## config.mk

```make
export PLATFORM = sky130hd
export DESIGN_NAME = rsp_hold
export DESIGN_NICKNAME = d
export VERILOG_FILES = /design/src/hdl/mem_fifo_pkg.sv /design/src/hdl/rsp_hold.sv
export VERILOG_INCLUDE_DIRS = /design/src /design/src/hdl
export SDC_FILE = /design/constraint.sdc
export NUM_CORES = 1
export LEC_CHECK = 0
export ABC_AREA = 1
export BUFFER_PORTS_ARGS = -buffer_cell sky130_fd_sc_hd__buf_2
export CORE_UTILIZATION = 45
export DETAILED_ROUTE_END_ITERATION = 8
export GPL_TIMING_DRIVEN = 0
export PLACE_DENSITY = 0.8
export SLEW_MARGIN = 20
export SYNTH_ARGS = -nofsm -noshare
export SYNTH_HDL_FRONTEND = slang
export SYNTH_SLANG_ARGS = --single-unit
```

## constraint.sdc

```tcl
create_clock -name clk_i -period 1.55 [get_ports clk_i]
set_clock_uncertainty 0.15 [all_clocks]
set_input_delay 0.0775 -clock clk_i [delete_from_list [all_inputs] [get_ports clk_i]]
set_output_delay 0.0775 -clock clk_i [all_outputs]
set_load 0.005 [all_outputs]
```

## src/hdl/mem_fifo_config.svh

```systemverilog
`ifndef MEM_FIFO_CONFIG_SVH
`define MEM_FIFO_CONFIG_SVH

// memory port geometry
`define MEM_AW 10          // word address width
`define MEM_DW 32          // data width
`define MEM_BW 8           // byte width, one enable per byte

// buffering
`define MEM_FIFO_DEPTH 4   // default depth of both FIFOs

// SRAM model size, addresses wrap modulo this
`define SRAM_WORDS 256

`endif

```

## src/hdl/mem_fifo_pkg.sv

```systemverilog
`include "mem_fifo_config.svh"

package mem_fifo_pkg;

  // request bundle, used on the core side, in the outgoing FIFO
  // and on the memory side
  typedef struct packed {
    logic [`MEM_AW-1:0]         add;   // word address
    logic [`MEM_DW-1:0]         data;  // write data
    logic [`MEM_DW/`MEM_BW-1:0] be;    // byte enables
    logic                       wen;   // high for read, low for write
  } mem_req_t;

  // read response word carried by the incoming FIFO
  typedef logic [`MEM_DW-1:0] mem_rdata_t;

  // status flags of a FIFO or of the whole buffer
  typedef struct packed {
    logic empty;  // nothing stored
    logic full;   // no room left
  } fifo_flags_t;

endpackage

```

## src/hdl/rsp_hold.sv

```systemverilog
`timescale 1ns/1ps

module rsp_hold
  import mem_fifo_pkg::*;
(
  input  logic       clk_i,
  input  logic       rst_ni,
  input  logic       clear_i,
  input  logic       rvalid_i,      // fresh response from memory
  input  mem_rdata_t rdata_i,
  input  logic       fifo_ready_i,  // incoming FIFO accepts this cycle
  output logic       push_valid_o,
  output mem_rdata_t push_data_o
);

  logic       held_valid_q;
  mem_rdata_t held_data_q;

  // fresh data wins, the held copy only goes out when memory is quiet
  assign push_valid_o = rvalid_i | held_valid_q;
  assign push_data_o  = rvalid_i ? rdata_i : held_data_q;

  always_ff @(posedge clk_i or negedge rst_ni)
  begin
    if (!rst_ni)
      held_valid_q <= 1'b0;
    else if (clear_i)
      held_valid_q <= 1'b0;  // drop whatever is pending
    else if (rvalid_i)
      held_valid_q <= ~fifo_ready_i;  // keep it only if refused
    else if (held_valid_q && fifo_ready_i)
      held_valid_q <= 1'b0;
  end

  always_ff @(posedge clk_i)
  begin
    if (rvalid_i)
      held_data_q <= rdata_i;
  end

endmodule

```

==> results.json, run 1 <==
{
  "start_util_pct": 49.70,
  "fmax_ghz": 0.6497,
  "syn_to_final_growth_pct": 74.16,
  "cp_max_fo": 10,
  "final_util_pct": 86.56,
  "yosys.cell_types.count": 10,
  "routabilityCongestion": 0.7374,
  "synth_area_per_cell_um2": 8.058,
  "min_path_type": "flip-flop to flip-flop",
  "rows": 17,
  "grt_pass1_vias": 1408,
  "numPlacedInstances": 239,
  "crit_required_ps": 1620,
  "status": "finished, final reports clean",
  "cts_buffer_depth": 2,
  "die_h_um": 52.61,
  "vias": 1331,
  "port_buffers": 68,
  "yosys.area.top_type": "dfxtp_1",
  "post_cts_buffers": 0,
  "final_cell_mix": "nand2_1, buf_2, dlygate4sd3_1",
  "dpl-instance-area_um2": 1528,
  "cts_tree": "yes",
  "synthCells": 143,
  "routed_wl_um": 3859,
  "drv_slew": 0,
  "nets": 294,
  "drc_errors": 0,
  "ys_ff_latch": 33,
  "overflow": 0,
  "n_antenna_cell": 0,
  "seq_area_frac_synth_pct": 57.76,
  "grt_max_degree": 11,
  "end_kind": "flip-flop",
  "ant_nets": 0,
  "finalHoldViolations": 0,
  "grtUsageTotal_pct": 31.66,
  "dieArea_um2": 2767,
  "first_iter_violations": 14,
  "clk_latency_ps": 330,
  "powerDensity_nw_per_um2": 991.9,
  "worstPathArrival_ps": 1610,
  "tightest_slew_ps": 149.6,
  "firstDrtPassIters": 4,
  "cts.sinks": 33,
  "p_total_mw": 1.991,
  "tns_ps": 0,
  "max_slew_margin_pct": 89.99,
  "syn_nets": 180,
  "grt_pass1_wl_um": 6085,
  "ctsHtreeMaxLevel": 2,
  "synth_top_area_share_pct": 55.59,
  "cp-start-kind": "input pin",
  "root_buffer": "clkbuf_4",
  "final_area_um2": 2007,
  "post-dp-hpwl_um": 1809,
  "ios": 70,
  "final_common_cell": "nand2_1",
  "core_area_um2": 2318,
  "fin_crit_sh_pct": 99.30,
  "die_w_um": 52.61,
  "crit_type": "input pin to flip-flop",
  "avgRoutedWirePerCell_um": 13.49,
  "cts_made_buffers": 5,
  "grt_antenna_before_repair": 0,
  "instances_no_fill": 286,
  "maxCapViolations": 0,
  "ys_top_cells_by_area": "dfxtp_1, nand2_1, buf_6",
  "leakage_nw": 1.120,
  "final.min_clock_period_ps": 1539,
  "setup_viol": 0,
  "ir_drop_mv": 1.011,
  "yosysWarnings": 0,
  "viasPerCell": 4.654,
  "syn_area_um2": 1152,
  "rsz0062_at_grt": "no",
  "path_clk_slew_ps": 100,
  "layout-drive-gt1-share_pct": 34.88
}
## stage by stage
step,worst slack (ps),hold slack (ps)
2_1_floorplan,789.1,-368.1
3_3_place_gp,698.7,-297.6
3_5_place_dp,677.0,-294.9
4_1_cts,32.11,301.8
5_1_grt,9.299,329.7
6_report,10.78,307.3
## flip-flops by register name (all words and copies together) (netlist names)
register      count
held_data_q      32
held_valid_q      1
## cells in the mapped netlist, drive strengths merged
cell type,count
inv,4
dfxtp,32
nand2,97
nor2,2
dfrtp,1
buf,7
## metal layers
| layer | vias to the layer above | track usage, % | part of all wire (%) |
|---|---|---|---|
| met5 | - | 0 | 0 |
| met4 | 0 | 15.79 | 3.8 |
| met3 | 15 | 6.667 | 3.8 |
| met2 | 59 | 62.24 | 54 |
| met1 | 604 | 30.00 | 38 |
| li1 | 653 | - | - |
## logic make-up after synthesis
kind of cell	synth area share, %
AND/OR/NAND/NOR	33.77
flip-flops	57.76
buffers and inverters	8.468
## where the power goes
| group | internal, mW | switching (mW) | leakage [nW] |
|---|---|---|---|
| registers | 0.926 | 0.0266 | 0.283 |
| clock network | 0.385 | 0.278 | 0.0455 |
| logic | 0.203 | 0.171 | 0.792 |
## final timing paths
check / startpoint / to / slack (ps) / cells past startpoint
worst min register to register: held_data_q[15] / held_data_q[15] / 310 / 2
max in group asynchronous: rst_ni / held_valid_q / 710 / 3
worst min-delay path: held_data_q[15] / held_data_q[15] / 310 / 2
worst max-delay path: rvalid_i / held_data_q[30] / 10 / 6
min in group asynchronous: rst_ni / held_valid_q / 430 / 3
worst max register to register: held_data_q[29] / held_data_q[29] / 250 / 3
## cell type report
class / instances / area, um2
repair buffers: 107 / 730.7
fillers: 117 / 311.5
flip-flops and latches: 33 / 665.6
clock inverters: 1 / 30.03
multi-input cells: 99 / 389.1
plain buffers: 7 / 78.83
inverters: 4 / 22.52
clock buffers: 7 / 55.05
well taps: 28 / 35.03
## critical path: stages
cell           delay (ps)
dlygate4sd3_1         550
buf_6                 150
buf_6                 140
nand2_1                50
nand2_1                70
dlygate4sd3_1         560
## what timing repair did
item	CTS	global route
hold buffers	40	0
resized for setup	0	1
hold endpoints to repair	34	0
endpoints found under the setup margin	0	2
No activity file was read; power rests on OpenSTA's default activity.
==> run 2: changes to the inputs <==
CORE_MARGIN = 2   (was default)
==> results.json, run 2 (same netlist as run 1, synthesis figures left out) <==
{
  "status": "finished, final reports clean",
  "path_clk_slew_ps": 100,
  "largest_reg_flops": 32,
  "fin_ws_ps": 133.9,
  "powerDensity_nw_per_um2": 929.2,
  "routed_wl_um": 3991,
  "tns_ps": 0,
  "first_iter_violations": 21,
  "dieArea_um2": 2982,
  "tightest_slew_ps": 193.5,
  "finalHoldViolations": 0,
  "grt_antenna_before_repair": 0,
  "ios": 70,
  "min_path_type": "input pin to flip-flop",
  "layout-drive-gt1-share_pct": 35.63,
  "rows": 18,
  "syn_to_final_growth_pct": 75.35,
  "setup_viol": 0,
  "instances_no_fill": 291,
  "rsz0062_at_grt": "no",
  "cts.sinks": 33,
  "leakage_nw": 1.148,
  "crit_required_ps": 1620,
  "final_cell_mix": "nand2_1, buf_2, dlygate4sd3_1",
  "routabilityCongestion": 0.6951,
  "viasPerCell": 4.540,
  "cp_max_fo": 2,
  "ant_nets": 0,
  "firstDrtPassIters": 4,
  "end_kind": "flip-flop",
  "cts_made_buffers": 5,
  "ctsHtreeMaxLevel": 2,
  "root_buffer": "clkbuf_4",
  "die_w_um": 54.61,
  "drc_errors": 0,
  "crit_type": "input pin to flip-flop",
  "grt_pass1_wl_um": 5388,
  "fin_crit_sh_pct": 91.36,
  "place_ws_ps": 665.9,
  "cts_tree": "yes",
  "nets": 297,
  "top_register": "held_data_q",
  "grt_max_degree": 11,
  "fmax_ghz": 0.7061,
  "drv_slew": 0,
  "vias": 1321,
  "core_area_um2": 2455,
  "maxCapViolations": 0,
  "clk_latency_ps": 330,
  "ir_drop_mv": 0.8238,
  "die_h_um": 54.61,
  "fin_hold_ws_ps": 164.3,
  "cp-start-kind": "input pin",
  "avgRoutedWirePerCell_um": 13.71,
  "grt_pass1_vias": 1265,
  "grtUsageTotal_pct": 27.05,
  "worstPathArrival_ps": 1490,
  "post-dp-hpwl_um": 1785,
  "final_util_pct": 82.31,
  "max_slew_margin_pct": 87.05,
  "cts_buffer_depth": 2,
  "top_regs": "held_data_q x32, held_valid_q x1",
  "numPlacedInstances": 241,
  "n_antenna_cell": 0,
  "start_util_pct": 46.94,
  "final_common_cell": "nand2_1",
  "final.min_clock_period_ps": 1416,
  "port_buffers": 68,
  "overflow": 0
}
[run 2: cell types whose count changed in the layout (fill, tap and decap cells not counted), sizes merged]
cell          delta
dlygate4sd3      -1
bufinv           -1
buf              +2
dlymetal6s4s     +2
clkinv           +1
[run 2: cell type report]
type,count,area [um2]
sequential,33,665.6
inverter,4,22.52
fill,157,434.2
multi-input combinational,99,389.1
tap,30,37.54
clock inverter,1,5.005
buffer,7,75.07
clock buffer,7,65.06
timing repair buffer,110,760.7
[run 2: routing by layer]
layer / routed length (um) / track usage [%] / vias to the layer above
li1: - / - / 659
met1: 1500 / 24.70 / 587
met2: 2091 / 50.60 / 64
met3: 315 / 11.48 / 11
met4: 83 / 12.50 / 0
met5: 0 / 0 / -
[run 2: final timing paths]
check                                start               to  slack, ps  depth (start not counted)
setup reg to reg           held_data_q[29]  held_data_q[29]        250                          3
hold / removal                    rvalid_i     held_valid_q        160                          4
max in group asynchronous           rst_ni     held_valid_q        660                          3
min in group asynchronous           rst_ni     held_valid_q        480                          3
setup / recovery               rdata_i[29]  held_data_q[29]        130                          5
hold reg to reg            held_data_q[16]  held_data_q[16]        300                          2
[run 2: critical path: stages]
cell	delay, ps
dlygate4sd3_1	540
buf_2	130
nand2_1	70
nand2_1	80
dlygate4sd3_1	580
[run 2: what timing repair did]
action / CTS / global route
endpoints found under the setup margin: 0 / 4
resized for setup: 0 / 2
hold buffers: 40 / 0
hold endpoints to repair: 34 / 0
buffers inserted: 0 / 2
[run 2: power by group]
part           internal [mW]  switching, mW  total, mW
logic                  0.210          0.175      0.384
clock network          0.263          0.278      0.541
registers              0.926         0.0261      0.952
total                   1.40          0.479       1.88
[run 2: stage by stage]
stage	instance area (um2)	power (mW)
6_report	2021	1.878
5_1_grt	2021	1.971
4_1_cts	2001	1.850
3_5_place_dp	1530	1.240
3_3_place_gp	1530	1.231
2_1_floorplan	1152	1.102
==> run 3: changes to the inputs <==
==> constraint.sdc (replaced) <==
create_clock -name clk_i -period 1.55 [get_ports clk_i]
set_clock_uncertainty 0.15 [all_clocks]
set_input_delay 0.31 -clock clk_i [delete_from_list [all_inputs] [get_ports clk_i]]
set_output_delay 0.31 -clock clk_i [all_outputs]
set_load 0.005 [all_outputs]
==> results.json, run 3 (same netlist as run 1, synthesis figures left out) <==
{
  "status": "finished, final reports clean",
  "clk_latency_ps": 320,
  "final.min_clock_period_ps": 1444,
  "start_util_pct": 46.94,
  "root_buffer": "clkbuf_4",
  "dieArea_um2": 2982,
  "cts.sinks": 33,
  "die_h_um": 54.61,
  "grt_pass1_wl_um": 3484,
  "cp-start-kind": "flip-flop",
  "route.met3.wl_um": 198,
  "cts.repair.resized": 0,
  "cts_made_buffers": 5,
  "fmax_ghz": 0.6927,
  "hold_buffers": 1,
  "worstPathCellList": "nor2_1, inv_1, buf_2",
  "cp.buffers_inverters": 2,
  "first_iter_violations": 4,
  "path_clk_slew_ps": 90,
  "routabilityCongestion": 0.6951,
  "setup_viol": 0,
  "layout-drive-gt1-share_pct": 41.36,
  "powerDensity_nw_per_um2": 1083,
  "final_cell_mix": "nand2_1, buf_2, dfxtp_1",
  "grt_max_degree": 11,
  "vias": 1049,
  "maxCapViolations": 0,
  "final_common_cell": "nand2_1",
  "crit_required_ps": 1090,
  "max_slew_margin_pct": 91.40,
  "ant_nets": 0,
  "post_cts_buffers": 0,
  "viasPerCell": 4.196,
  "place_ws_ps": 200.9,
  "rsz0062_at_grt": "no",
  "routed_wl_um": 2344,
  "syn_to_final_growth_pct": 39.74,
  "cp_max_fo": 2,
  "drc_errors": 0,
  "slowest_delay_ps": 380,
  "core_area_um2": 2455,
  "slowest_stage": "dfrtp_1",
  "min_path_type": "input pin to flip-flop",
  "overflow": 0,
  "worstPathArrival_ps": 980,
  "post-dp-hpwl_um": 1785,
  "routed.top_layer": "met4",
  "ios": 70,
  "p_total_mw": 1.745,
  "top_register": "held_data_q",
  "grt_pass1_vias": 875,
  "wl_met2_um": 1068,
  "avgRoutedWirePerCell_um": 9.376,
  "crit_type": "flip-flop to output pin",
  "cts_buffer_depth": 2,
  "ir_drop_mv": 0.8071,
  "end_kind": "output pin",
  "tns_ps": 0,
  "crit_family": "flip-flops",
  "firstDrtPassIters": 2,
  "leakage_nw": 0.9561,
  "tightest_slew_ps": 128.5,
  "wl_met1_um": 1034,
  "grtUsageTotal_pct": 17.48,
  "fin_crit_sh_pct": 93.14,
  "die_w_um": 54.61,
  "port_buffers": 68,
  "rows": 18,
  "drv_slew": 0,
  "fin_ws_ps": 106.4,
  "nets": 256,
  "top_regs": "held_data_q x32, held_valid_q x1",
  "n_antenna_cell": 0,
  "cts_tree": "yes",
  "grt_antenna_before_repair": 0,
  "largest_reg_flops": 32,
  "ctsHtreeMaxLevel": 2,
  "finalHoldViolations": 0
}
==> run 3: through the flow <==
step,util (%),hold WS (ps),instance area [um2],std cells
floorplan,-,-135.6,1152,143
global placement,62.33,-65.08,1530,241
detailed placement,62.33,-57.95,1530,241
CTS,65.60,31.85,1610,250
global route,65.60,20.57,1610,250
finish,65.60,43.49,1610,250
==> run 3: final cells by class <==
type	instances	area, um2
inverters	4	22.52
fillers	236	844.6
multi-input cells	99	389.1
plain buffers	7	75.07
well taps	30	37.54
clock buffers	7	65.06
flip-flops and latches	33	665.6
repair buffers	69	350.3
clock inverters	1	5.005
==> run 3: worst paths after layout <==
path	slack, ps	depth (start not counted)	start	endpoint
min in group asynchronous	140	2	rst_ni	held_valid_q
max	110	3	held_valid_q	push_valid_o
max in group asynchronous	1020	2	rst_ni	held_valid_q
max reg2reg	740	2	held_valid_q	held_valid_q
min reg2reg	300	2	held_data_q[21]	held_data_q[21]
min	40	3	rdata_i[15]	held_data_q[15]
==> run 3: power by group <==
group / switching [mW] / total, mW / internal, mW
clock: 0.265 / 0.527 / 0.263
sequential: 0.0214 / 0.947 / 0.926
combinational: 0.133 / 0.270 / 0.137
==> run 3: worst register-to-register path, delay by kind of cell (launching register included) <==
kind / cells / cell delay (ps)
flops: 1 / 380
simple gates: 2 / 180
==> run 3: routing by layer <==
| metal | global-route usage, % | vias up |
|---|---|---|
| met3 | 8.743 | 6 |
| met1 | 18.07 | 418 |
| met4 | 8.750 | 0 |
| li1 | - | 580 |
| met2 | 28.97 | 45 |
| met5 | 0 | - |
