$ cat config.mk
export PLATFORM = sky130hd
export DESIGN_NAME = sync_fifo
export DESIGN_NICKNAME = d
export VERILOG_FILES = /design/src/hdl/mem_fifo_pkg.sv /design/src/hdl/sync_fifo.sv
export VERILOG_INCLUDE_DIRS = /design/src /design/src/hdl
export SDC_FILE = /design/constraint.sdc
export NUM_CORES = 1
export LEC_CHECK = 0
export BUFFER_PORTS_ARGS = -buffer_cell sky130_fd_sc_hd__buf_2
export CORE_MARGIN = 5
export CORE_UTILIZATION = 30
export CTS_CLUSTER_SIZE = 40
export DETAILED_ROUTE_END_ITERATION = 10
export PLACE_DENSITY_LB_ADDON = 0.12
export SLEW_MARGIN = 40
export SYNTH_ARGS = -nofsm -noshare
export SYNTH_HDL_FRONTEND = slang
export SYNTH_SLANG_ARGS = --single-unit
$ cat constraint.sdc
create_clock -name clk_i -period 3 [get_ports clk_i]
set_input_delay 0.6 -clock clk_i [delete_from_list [all_inputs] [get_ports clk_i]]
set_output_delay 0.6 -clock clk_i [all_outputs]
set_load 0.02 [all_outputs]
$ cat src/hdl/mem_fifo_config.svh
`ifndef MEM_FIFO_CONFIG_SVH
`define MEM_FIFO_CONFIG_SVH

// memory port geometry
`define MEM_AW 10          // word address width
`define MEM_DW 32          // data width
`define MEM_BW 8           // byte width, one enable per byte

// buffering
`define MEM_FIFO_DEPTH 4   // default depth of both FIFOs

// SRAM model size, addresses wrap modulo this
`define SRAM_WORDS 256

`endif

$ cat src/hdl/mem_fifo_pkg.sv
`include "mem_fifo_config.svh"

package mem_fifo_pkg;

  // request bundle, used on the core side, in the outgoing FIFO
  // and on the memory side
  typedef struct packed {
    logic [`MEM_AW-1:0]         add;   // word address
    logic [`MEM_DW-1:0]         data;  // write data
    logic [`MEM_DW/`MEM_BW-1:0] be;    // byte enables
    logic                       wen;   // high for read, low for write
  } mem_req_t;

  // read response word carried by the incoming FIFO
  typedef logic [`MEM_DW-1:0] mem_rdata_t;

  // status flags of a FIFO or of the whole buffer
  typedef struct packed {
    logic empty;  // nothing stored
    logic full;   // no room left
  } fifo_flags_t;

endpackage

$ cat src/hdl/sync_fifo.sv
`timescale 1ns/1ps
`include "mem_fifo_config.svh"

module sync_fifo
  import mem_fifo_pkg::*;
#(
  parameter type         T     = mem_rdata_t,
  parameter int unsigned DEPTH = `MEM_FIFO_DEPTH
)
(
  input  logic        clk_i,
  input  logic        rst_ni,
  input  logic        clear_i,
  input  logic        push_valid_i,
  input  T            push_data_i,
  output logic        push_ready_o,
  output logic        pop_valid_o,
  output T            pop_data_o,
  input  logic        pop_ready_i,
  output fifo_flags_t flags_o
);

  localparam int unsigned PW = (DEPTH > 1) ? $clog2(DEPTH) : 1;
  localparam int unsigned CW = $clog2(DEPTH + 1);

  T              mem_q [DEPTH];  // circular storage
  logic [PW-1:0] wr_ptr_q;
  logic [PW-1:0] rd_ptr_q;
  logic [CW-1:0] count_q;        // occupancy
  logic          full;
  logic          empty;
  logic          push;
  logic          pop;

  function automatic logic [PW-1:0] ptr_inc(input logic [PW-1:0] ptr);
    return (ptr == PW'(DEPTH - 1)) ? '0 : ptr + 1'b1;
  endfunction

  assign full  = (count_q == CW'(DEPTH));
  assign empty = (count_q == '0);

  assign push_ready_o = ~full | pop_ready_i;  // a pop frees the slot in the same cycle
  assign pop_valid_o  = ~empty;
  assign pop_data_o   = mem_q[rd_ptr_q];

  assign push = push_valid_i & push_ready_o;
  assign pop  = pop_ready_i & ~empty;

  assign flags_o.empty = empty;
  assign flags_o.full  = full;

  always_ff @(posedge clk_i or negedge rst_ni)
  begin
    if (!rst_ni)
    begin
      wr_ptr_q <= '0;
      rd_ptr_q <= '0;
      count_q  <= '0;
    end
    else if (clear_i)
    begin
      wr_ptr_q <= '0;
      rd_ptr_q <= '0;
      count_q  <= '0;
    end
    else
    begin
      if (push)
        wr_ptr_q <= ptr_inc(wr_ptr_q);
      if (pop)
        rd_ptr_q <= ptr_inc(rd_ptr_q);
      case ({push, pop})
        2'b10:   count_q <= count_q + 1'b1;
        2'b01:   count_q <= count_q - 1'b1;
        default: count_q <= count_q;  // idle or push with pop
      endcase
    end
  end

  always_ff @(posedge clk_i)
  begin
    if (push)
      mem_q[wr_ptr_q] <= push_data_i;
  end

endmodule

==> impl_metrics.csv, run 1 <==
group,metric,value,unit
clock_tree,ctsResizeCount,0,
placed_design,gp_routability_congestion,0.7337,
clock_tree,worst_skew_pair.late_latency,0.40,ns
die,chipWidth,141.4,µm
die,die_height,141.4,µm
setup_path,worst_r2r_startpoint,"count_q[0]",
outcome,status,"completed",
hold_path,timing.hold.worst.class,"in -> async",
drt,first_pass_iters,4,
synthesis,synth.yosys.warnings,0,
setup_path,worstPathArrival,1.98,ns
grt,grt_pass1_vias,2689,
drt,drc,0,
clock_tree,postCtsSetupRepairBufs,0,
synthesis,netlist_area_pre_place,5181,µm²
timing,final.setup_skew,0.009745,ns
clock_tree,cts_buffers,17,
job,maxCapViolCount,0,
drt,vias,2476,
layout,layout_commonest_cell,"sky130_fd_sc_hd__edfxtp_1",
timing,post-route-min-period,2.577,ns
power,power_density,717.9,nW/µm²
grt,grt_overflow_total,0,
timing,worst-slew-pin-transition,0.5026,ns
layout,most_used_cells_in_the_layout_excluding_fill_and_tap_cells,"128 x sky130_fd_sc_hd__edfxtp_1, 72 x sky130_fd_sc_hd__buf_2, 32 x sky130_fd_sc_hd__mux4_2",
clock_tree,cts.root.buffer_cell,"sky130_fd_sc_hd__clkbuf_16",
timing,fin_tns_setup,0,ns
synthesis,synth-seq-cells,135,
layout,layout-drive-gt1-share,42.55,%
drt,mean_routed_wirelength_per_cell,17.88,µm
setup_path,endpoint_kind,"primary output",
timing,grt_setup_unrepaired,"false",
die,die_area,20000,µm²
layout,syn2layout_area_growth,22.00,%
grt,first_pass_grt_wire_length,15.44,mm
drt,drt-total-wl,9.908,mm
timing,slew_viol_final,0,
setup_path,worst-setup-path-type,"reg -> out",
synthesis,synthFlopType,"sky130_fd_sc_hd__edfxtp_1",
layout,final_cells,554,
power,total_leakage_power,2.169,nW
timing,postLayoutSetupSlackWorst,0.4226,ns
setup_path,crit_path_max_fanout,12,
grt,antenna_found_initial,1,
timing,finalHoldViolations,0,
layout,n_antenna_cell,0,
synthesis,yosysSeqAreaShare,77.57,%
synthesis,synth_top_area_share,74.18,%
clock_tree,post_cts_clock_slew_at_the_launch_and_capture_registers_of_the_worst_setup_and_hold_paths,0.05,ns
synthesis,synth_cells,235,
timing,final.period_utilization,85.91,%
synthesis,avgSynthCellArea,22.05,µm²
die,floorplan.rows,48,
drt,antenna_violating_nets_post_route,0,
clock_tree,ctsLongestPathBuffers,2,
placed_design,numPlacedInstances,525,
synthesis,async_s_r_ff_share_synth,5.185,%
drt,drt-vias-per-instance,4.469,
setup_path,critical_path.startpoint_type,"flip-flop",
placed_design,port-buffer-count,72,
die,floorplan.initialDensity,30.27,%
setup_path,critical_path_required,2.40,ns
timing,max_slew_margin,66.49,%
synthesis,yosys.area.top_type,"sky130_fd_sc_hd__edfxtp_1",
synthesis,number_of_flops_mapped_to_enable_cells_by_yosys,128,
timing,highest_clock_frequency_the_design_can_meet,0.3880,GHz
drt,drt_iter0_drc,85,
setup_path,crit_start,"rd_ptr_q[0]",
layout,num-nets-final,361,
power,worst_ir_drop_vdd,0.0004515,V
grt,globalRouteTotalUtil,10.64,%
die,core_area,17120,µm²
synthesis,syn_nets,277,
placed_design,hpwlAfterDp,6.265,mm
synthesis,synthDistinctLibCells,31,
timing,final_setup_vio_count,0,
clock_tree,hold_bufs_at_cts,0,
grt,grt_start_max_net_pins,33,
clock_tree,htreeDepth,4,
clock_tree,numClockSinks,135,
clock_tree,cts_tree,"built",
die,io_pins,73,
synthesis,post_synth_main_area_contributors,"sky130_fd_sc_hd__edfxtp_1 74%, sky130_fd_sc_hd__mux4_2 14%, sky130_fd_sc_hd__dfrtp_1 3.4%",
placed_design,detailedPlace.worstSlack,0.6786,ns
-- through the flow --
step                      hold slack (ns)  area [µm²]  total power [mW]  utilization (%)
after floorplan                    0.3044        5181             2.677                -
after global placement             0.4525        5847             2.916            34.16
after detailed placement           0.4513        5847             2.919            34.16
after CTS                         0.01047        6321             4.624            36.93
after global routing              0.01280        6321             4.766            36.93
final                             0.02307        6321             4.538            36.93
-- cell type report --
| class | count | area, µm² |
|---|---|---|
| inverters | 8 | 30.03 |
| clock buffers | 19 | 432.9 |
| clock inverters | 10 | 41.29 |
| well taps | 225 | 281.5 |
| multi-input cells | 77 | 1056 |
| flip-flops and latches | 135 | 4021 |
| repair buffers | 80 | 457.9 |
| fillers | 1595 | 10800 |
-- cells in the mapped netlist, types with 2 or more instances --
master                     number
sky130_fd_sc_hd__edfxtp_1     128
sky130_fd_sc_hd__or3_1          2
sky130_fd_sc_hd__buf_4          5
sky130_fd_sc_hd__buf_2          5
sky130_fd_sc_hd__dfrtp_1        7
sky130_fd_sc_hd__a21oi_1        3
sky130_fd_sc_hd__nand2_1        2
sky130_fd_sc_hd__o21ai_0        2
sky130_fd_sc_hd__xor2_1         3
sky130_fd_sc_hd__mux4_2        32
sky130_fd_sc_hd__nor2_1         7
sky130_fd_sc_hd__and3_1         5
sky130_fd_sc_hd__clkbuf_1       5
sky130_fd_sc_hd__nand3_1        2
sky130_fd_sc_hd__inv_1          8
sky130_fd_sc_hd__ha_1           4
-- sequential cells by signal, indices dropped and copies added, names as in the netlist --
name / count
wr_ptr_q: 2
mem_q: 128
count_q: 3
rd_ptr_q: 2
-- worst paths after layout --
check	end	slack, ns	depth (start not counted)
setup / recovery	pop_data_o[23]	0.42	3
hold / removal	count_q[2]	0.02	1
setup reg to reg	count_q[2]	0.67	6
hold reg to reg	wr_ptr_q[0]	0.60	2
max in group asynchronous	rd_ptr_q[0]	2.80	1
min in group clk_i	mem_q[0][4]	0.41	1
-- worst max-delay path, cell delays in order, from the launching register on --
cell	delay (ns)
sky130_fd_sc_hd__dfrtp_2	0.60
sky130_fd_sc_hd__buf_12	0.22
sky130_fd_sc_hd__mux4_2	0.56
sky130_fd_sc_hd__buf_2	0.19
-- power breakdown --
group | internal (mW) | total, mW | leakage (nW) | switching (mW)
logic | 0.285 | 0.637 | 0.669 | 0.352
registers | 2.16 | 2.22 | 1.27 | 0.0568
clock network | 1.01 | 1.68 | 0.235 | 0.671
-- per-layer routing --
layer | wire, µm | GRT usage, % | part of all wire (%) | vias to the layer above
li1 | - | - | - | 1129
met5 | 13 | 0 | 0.13 | -
met4 | 147 | 4.091 | 1.5 | 2
met2 | 4807 | 16.18 | 49 | 64
met1 | 4387 | 13.83 | 44 | 1269
met3 | 552 | 4.179 | 5.6 | 12
-- kinds of logic (layout without fill, tap and decap cells) --
logic type,Yosys count,count (layout),synth area share (%)
AO/OA/AOI/OAI,14,14,1.884
XOR/XNOR,4,4,0.6763
adder cells (fa/ha/maj),5,5,1.352
buffers and inverters,23,117,2.149
flip-flops,135,135,77.57
multiplexers,33,33,14.10
AND/OR/NAND/NOR,21,21,2.270
Power figures use the tool's default switching activity.
==> run 2: changes to the inputs <==
--- a/config.mk
+++ b/config.mk
@@ -9,6 +9,7 @@
 export BUFFER_PORTS_ARGS = -buffer_cell sky130_fd_sc_hd__buf_2
 export CORE_MARGIN = 5
 export CORE_UTILIZATION = 30
+export CTS_BUF_LIST = sky130_fd_sc_hd__clkbuf_16
 export CTS_CLUSTER_SIZE = 40
 export DETAILED_ROUTE_END_ITERATION = 10
 export PLACE_DENSITY_LB_ADDON = 0.12
==> constraint.sdc (replaced) <==
create_clock -name clk_i -period 3 [get_ports clk_i]
set_input_delay 0.6 -clock clk_i [delete_from_list [all_inputs] [get_ports clk_i]]
set_output_delay 0.6 -clock clk_i [all_outputs]
set_load 0.005 [all_outputs]
==> run 2 against run 1 <==
Via count rose by 0.48%. Maximum frequency rose by 4.2%. Clock skew fell by 0.0011 ns. Flip-flop and latch count did not move. First-iteration DRC count rose by 74%. Routed wire length rose by 1.2%. Non-clock buffer count fell by 1.
==> impl_metrics.csv, run 2 (synthesis gave the netlist of run 1 again) <==
group,metric,value,unit
layout,reg.largest.list,"mem_q x128, count_q x3",
power,power_density,709.9,nW/µm²
placed_design,gp_routability_congestion,0.7490,
clock_tree,htreeDepth,4,
die,die_height,141.4,µm
grt,first_pass_grt_wire_length,15.78,mm
clock_tree,cts_tree,"built",
die,floorplan.initialDensity,30.27,%
layout,n_antenna_cell,0,
timing,postLayoutSetupSlackWorst,0.5260,ns
power,power_switching_share,21.71,%
die,core_area,17120,µm²
layout,fillers,1601,
clock_tree,postCtsSetupRepairBufs,0,
power,combPwrFrac,11.6,%
clock_tree,ctsLongestPathBuffers,2,
power,intPower,3.528,mW
grt,grt_overflow_total,0,
setup_path,regToRegSetupSlack,0.70,ns
die,io_pins,73,
drt,mean_routed_wirelength_per_cell,18.06,µm
layout,max_flop_register,"mem_q",
timing,max_slew_margin,65.21,%
layout,layout_commonest_cell,"sky130_fd_sc_hd__edfxtp_1",
layout,layout-drive-gt1-share,42.73,%
setup_path,critical_path.startpoint_type,"flip-flop",
clock_tree,numClockSinks,135,
clock_tree,cts_buffers,17,
timing,worst-slew-pin-transition,0.5218,ns
setup_path,worst_r2r_path_depth,6,
layout,most_used_cells_in_the_layout_excluding_fill_and_tap_cells,"128 x sky130_fd_sc_hd__edfxtp_1, 72 x sky130_fd_sc_hd__buf_2, 32 x sky130_fd_sc_hd__mux4_2",
grt,antenna_found_initial,1,
timing,final.setup_skew,0.008677,ns
hold_path,timing.hold.worst.class,"in -> async",
drt,drc,0,
timing,final_setup_vio_count,0,
clock_tree,post_cts_clock_slew_at_the_launch_and_capture_registers_of_the_worst_setup_and_hold_paths,0.05,ns
grt,grt_start_max_net_pins,33,
drt,drt-vias-per-instance,4.483,
layout,num-nets-final,360,
drt,antenna_violating_nets_post_route,0,
timing,finalHoldViolations,0,
power,total_switching_power,978.5,µW
setup_path,worst_r2r_startpoint,"count_q[2]",
setup_path,worst-setup-path-type,"reg -> out",
setup_path,worstPathArrival,1.87,ns
setup_path,critical_path_required,2.40,ns
clock_tree,worst_skew_pair.late_latency,0.41,ns
placed_design,detailedPlace.worstSlack,0.6932,ns
die,die_area,20000,µm²
drt,first_pass_iters,4,
drt,drt-total-wl,10.02,mm
setup_path,crit_path_max_fanout,17,
placed_design,port-buffer-count,72,
power,p_clk_share,39.5,%
die,floorplan.rows,48,
timing,final.period_utilization,82.47,%
power,power.share.sequential,48.9,%
drt,drt_iter0_drc,148,
grt,globalRouteTotalUtil,10.86,%
clock_tree,hold_bufs_at_cts,0,
layout,largest_register_ff_count,128,
setup_path,r2r-end,"count_q[2]",
placed_design,hpwlAfterDp,6.269,mm
clock_tree,ctsResizeCount,0,
timing,post-route-min-period,2.474,ns
timing,highest_clock_frequency_the_design_can_meet,0.4042,GHz
timing,grt_setup_unrepaired,"false",
die,chipWidth,141.4,µm
power,total_leakage_power,2.216,nW
timing,slew_viol_final,0,
clock_tree,cts.root.buffer_cell,"sky130_fd_sc_hd__clkbuf_16",
timing,fin_tns_setup,0,ns
outcome,status,"completed",
grt,grt_pass1_vias,2773,
layout,syn2layout_area_growth,22.53,%
drt,vias,2488,
job,maxCapViolCount,0,
power,worst_ir_drop_vdd,0.0004057,V
setup_path,endpoint_kind,"primary output",
[run 2: changes by cell type in the layout (fill, tap and decap cells not counted), sizes merged]
cell / delta
inv: +9
clkinv: -6
clkbuf: -2
buf: -1
bufinv: +1
[run 2: power groups by stage]
stage / Clock (mW) / Combinational [mW] / Sequential, mW
after floorplan: 0 / 0.342 / 2.21
after global placement: 0 / 0.546 / 2.24
after detailed placement: 0 / 0.546 / 2.24
after CTS: 1.84 / 0.548 / 2.20
after global routing: 1.95 / 0.579 / 2.21
final: 1.78 / 0.524 / 2.20
[run 2: metrics by stage]
step	area (µm²)	hold slack (ns)	utilization (%)	total power, mW	instances
2_1_floorplan	5181	0.3044	-	2.557	235
3_3_place_gp	5839	0.4516	34.12	2.786	524
3_5_place_dp	5839	0.4497	34.12	2.788	524
4_1_cts	6349	0.004466	37.09	4.590	555
5_1_grt	6349	0.002204	37.09	4.739	555
6_report	6349	0.01698	37.09	4.507	555
[run 2: critical path, stage by stage, from the launching register on]
cell	delay, ns
sky130_fd_sc_hd__dfrtp_2	0.35
sky130_fd_sc_hd__buf_4	0.34
sky130_fd_sc_hd__mux4_2	0.61
sky130_fd_sc_hd__buf_2	0.16
[run 2: cell type report]
type	instances	area (µm²)	share of cell area, %
clock buffers	17	425.4	6.701
clock inverters	14	83.83	1.320
inverters	8	30.03	0.4730
multi-input cells	77	1056	16.63
flip-flops and latches	135	4021	63.34
well taps	225	281.5	4.434
repair buffers	79	450.4	7.095
[run 2: how the worst max path moves through the flow]
stage	start	end	slack, ns	depth (start not counted)
global route	rd_ptr_q[0]	pop_data_o[23]	0.43	3
floorplan	count_q[0]	count_q[2]	0.76	7
finish	rd_ptr_q[0]	pop_data_o[23]	0.53	3
detailed placement	pop_ready_i	count_q[2]	0.69	7
global placement	pop_ready_i	count_q[2]	0.71	7
CTS	rd_ptr_q[0]	pop_data_o[23]	0.48	3
[run 2: layer usage]
metal | global-route usage [%] | wire length [µm]
met1 | 13.67 | 4389
met2 | 16.63 | 4846
met3 | 4.179 | 584
met4 | 5.000 | 194
met5 | 0 | 8
==> run 3: changes to the inputs <==
--- a/config.mk
+++ b/config.mk
@@ -6,6 +6,7 @@
 export SDC_FILE = /design/constraint.sdc
 export NUM_CORES = 1
 export LEC_CHECK = 0
+export ABC_AREA = 1
 export BUFFER_PORTS_ARGS = -buffer_cell sky130_fd_sc_hd__buf_2
 export CORE_MARGIN = 5
 export CORE_UTILIZATION = 30
==> constraint.sdc (replaced) <==
create_clock -name clk_i -period 2.5 [get_ports clk_i]
set_input_delay 0.5 -clock clk_i [delete_from_list [all_inputs] [get_ports clk_i]]
set_output_delay 0.5 -clock clk_i [all_outputs]
set_load 0.005 [all_outputs]
==> run 3 against run 2 <==
Via count rose by 30%. Highest routed layer unchanged. Largest power group unchanged. Die area rose by 1.5%. Synthesized cell count is 60% higher. Global-route usage up 1.3 points. Register-to-register slack got worse by 0.11 ns. Clock skew is 0.0025 ns lower. First-iteration DRC count up 7.4%. Final cell count is 26% higher.
==> impl_metrics.csv, run 3 <==
group,metric,value,unit
outcome,status,"completed",
layout,syn2layout_area_growth,23.43,%
drt,antenna_violating_nets_post_route,0,
synthesis,post_synth_main_area_contributors,"sky130_fd_sc_hd__edfxtp_1 73%, sky130_fd_sc_hd__nor2_1 4.9%, sky130_fd_sc_hd__o21ai_0 4.3%",
grt,antenna_found_initial,1,
grt,first_pass_grt_wire_length,18.49,mm
power,power.share.sequential,43.7,%
setup_path,critical_path.startpoint_type,"flip-flop",
synthesis,synthFlopType,"sky130_fd_sc_hd__edfxtp_1",
layout,fillers,1640,
layout,largest_register_ff_count,128,
clock_tree,postCtsSetupRepairBufs,0,
grt,globalRouteTotalUtil,12.16,%
layout,n_antenna_cell,0,
layout,layout-drive-gt1-share,26.64,%
synthesis,xor_xnor_share_of_the_synthesized_area,0.1663,%
clock_tree,ctsLongestPathBuffers,2,
setup_path,worst_r2r_startpoint,"count_q[0]",
timing,max_slew_margin,68.65,%
setup_path,worst-setup-path-type,"reg -> out",
power,total_switching_power,1.792,mW
drt,vias,3243,
synthesis,synth-seq-cells,135,
power,total_leakage_power,2.343,nW
placed_design,port-buffer-count,72,
power,power_switching_share,28.40,%
hold_path,timing.hold.worst.class,"in -> reg",
job,maxCapViolCount,0,
layout,max_flop_register,"mem_q",
layout,layout_commonest_cell,"sky130_fd_sc_hd__edfxtp_1",
synthesis,yosysSeqAreaShare,76.33,%
synthesis,synthAdderAreaFrac,1.331,%
grt,grt_pass1_vias,3298,
power,worst_ir_drop_vdd,0.0005244,V
timing,final_setup_vio_count,0,
die,die_area,20300,µm²
timing,worst_hold_slack,0.2998,ns
synthesis,syn_nets,418,
timing,worst-slew-pin-transition,0.4703,ns
timing,highest_clock_frequency_the_design_can_meet,0.4308,GHz
synthesis,synthDistinctLibCells,24,
layout,post-route-util,37.70,%
power,p_clk_share,34.6,%
timing,finalHoldViolations,0,
synthesis,synth.yosys.warnings,0,
clock_tree,cts.root.buffer_cell,"sky130_fd_sc_hd__clkbuf_16",
grt,grt_overflow_total,0,
drt,drt-total-wl,11.82,mm
die,floorplan.rows,48,
grt,grt_start_max_net_pins,45,
synthesis,area_fraction_in_compound_gates_after_synthesis,10.55,%
drt,first_pass_iters,4,
timing,fin_tns_setup,0,ns
clock_tree,ctsResizeCount,0,
setup_path,worst_r2r_path_depth,11,
synthesis,synth_cells,376,
hold_path,min_from,"push_data_i[7]",
drt,drt-vias-per-instance,4.646,
placed_design,detailedPlace.worstSlack,0.4918,ns
drt,drt_iter0_drc,159,
synthesis,synth_top_area_share,73.00,%
synthesis,number_of_flops_mapped_to_enable_cells_by_yosys,128,
die,floorplan.initialDensity,30.55,%
drt,drc,0,
power,combPwrFrac,21.7,%
setup_path,r2r-end,"count_q[2]",
timing,postLayoutSetupSlackWorst,0.1788,ns
power,power_density,970.9,nW/µm²
timing,final.period_utilization,92.85,%
layout,reg.largest.list,"mem_q x128, count_q x3",
clock_tree,worst_skew_pair.late_latency,0.41,ns
setup_path,regToRegSetupSlack,0.59,ns
setup_path,endpoint,"pop_data_o[23]",
die,core_area,17240,µm²
layout,finalInstanceArea,6499,µm²
placed_design,placement.cell_area,5972,µm²
synthesis,synthMuxAreaShare,0,%
synthesis,async_s_r_ff_share_synth,5.185,%
clock_tree,cts_tree,"built",
clock_tree,htreeDepth,4,
layout,num-nets-final,504,
setup_path,crit_start,"rd_ptr_q[0]",
placed_design,hpwlAfterDp,7.438,mm
synthesis,synth_most_common_cell,"sky130_fd_sc_hd__edfxtp_1",
clock_tree,numClockSinks,135,
layout,most_used_cells_in_the_layout_excluding_fill_and_tap_cells,"128 x sky130_fd_sc_hd__edfxtp_1, 72 x sky130_fd_sc_hd__buf_2, 65 x sky130_fd_sc_hd__nor2_1",
timing,slew_viol_final,0,
die,die_height,142.5,µm
timing,post-route-min-period,2.321,ns
setup_path,crit_path_max_fanout,44,
die,chipWidth,142.5,µm
setup_path,worstPathArrival,1.82,ns
synthesis,synth.cells.most_frequent,"128 x sky130_fd_sc_hd__edfxtp_1, 69 x sky130_fd_sc_hd__nor2_1, 45 x sky130_fd_sc_hd__o21ai_0, 32 x sky130_fd_sc_hd__o22ai_1, 23 x sky130_fd_sc_hd__o21ai_1",
setup_path,endpoint_kind,"primary output",
placed_design,gp_routability_congestion,0.7136,
synthesis,dominant_combinational_cell_family_by_area_after_synthesis,"compound AO/OA/AOI/OAI gates",
synthesis,netlist_area_pre_place,5265,µm²
clock_tree,post_cts_clock_slew_at_the_launch_and_capture_registers_of_the_worst_setup_and_hold_paths,0.05,ns
power,intPower,4.518,mW
timing,final.setup_skew,0.006224,ns
setup_path,critical_path_required,2.00,ns
clock_tree,hold_bufs_at_cts,1,
synthesis,synthSimpleGateAreaFrac,7.581,%
synthesis,yosys.area.top_type,"sky130_fd_sc_hd__edfxtp_1",
clock_tree,cts_buffers,17,
synthesis,avgSynthCellArea,14.00,µm²
die,io_pins,73,
timing,grt_setup_unrepaired,"false",
drt,mean_routed_wirelength_per_cell,16.93,µm
run 3: metrics by stage:
stage | std cells | power [mW]
2_1_floorplan | 376 | 3.633
3_3_place_gp | 667 | 4.203
3_5_place_dp | 667 | 4.213
4_1_cts | 698 | 6.426
5_1_grt | 698 | 6.685
6_report | 698 | 6.310
run 3: routing by layer:
metal,part of all wire [%],up-vias,global-route usage (%),wire [µm]
met5,0.085,-,0,10
li1,-,1559,-,-
met2,47,67,18.89,5546
met4,1.1,2,3.902,127
met3,5.3,14,3.965,629
met1,47,1601,16.21,5501
run 3: final cells by class:
cell class	count	area, µm²	share of cell area [%]
Timing Repair Buffer	89	553.0	8.510
Tap cell	225	281.5	4.332
Inverter	17	63.81	0.9819
Sequential cell	135	4020	61.86
Clock buffer	17	425.4	6.546
Clock inverter	13	91.34	1.405
Multi-Input combinational cell	202	1064	16.37
run 3: cell families after synthesis:
group	after synthesis
buf+inv	39
simple gates	93
xor+xnor	1
compound gates	103
fa+ha+maj	5
flops	135
run 3: worst min-delay path by stage:
stage               depth (start not counted)      endpoint  slack [ns]
floorplan                                   0    count_q[0]        0.20
global placement                            1    count_q[0]        0.35
detailed placement                          1    count_q[0]        0.35
CTS                                         1   mem_q[0][7]        0.28
global route                                1  mem_q[0][10]        0.28
finish                                      1   mem_q[0][7]        0.30
run 3: power groups by stage:
stage               combinational [mW]  sequential, mW  clock [mW]
global placement                  1.40            2.80           0
finish                            1.37            2.76        2.18
floorplan                        0.840            2.79           0
detailed placement                1.41            2.80           0
CTS                               1.42            2.76        2.25
global route                      1.56            2.78        2.35
run 3: worst max-delay path, cell delays in order, from the launching register on:
cell and delay, ns:
sky130_fd_sc_hd__dfrtp_2 0.37, sky130_fd_sc_hd__buf_4 0.41, sky130_fd_sc_hd__o21ai_0 0.16, sky130_fd_sc_hd__o22ai_1 0.27, sky130_fd_sc_hd__buf_2 0.17
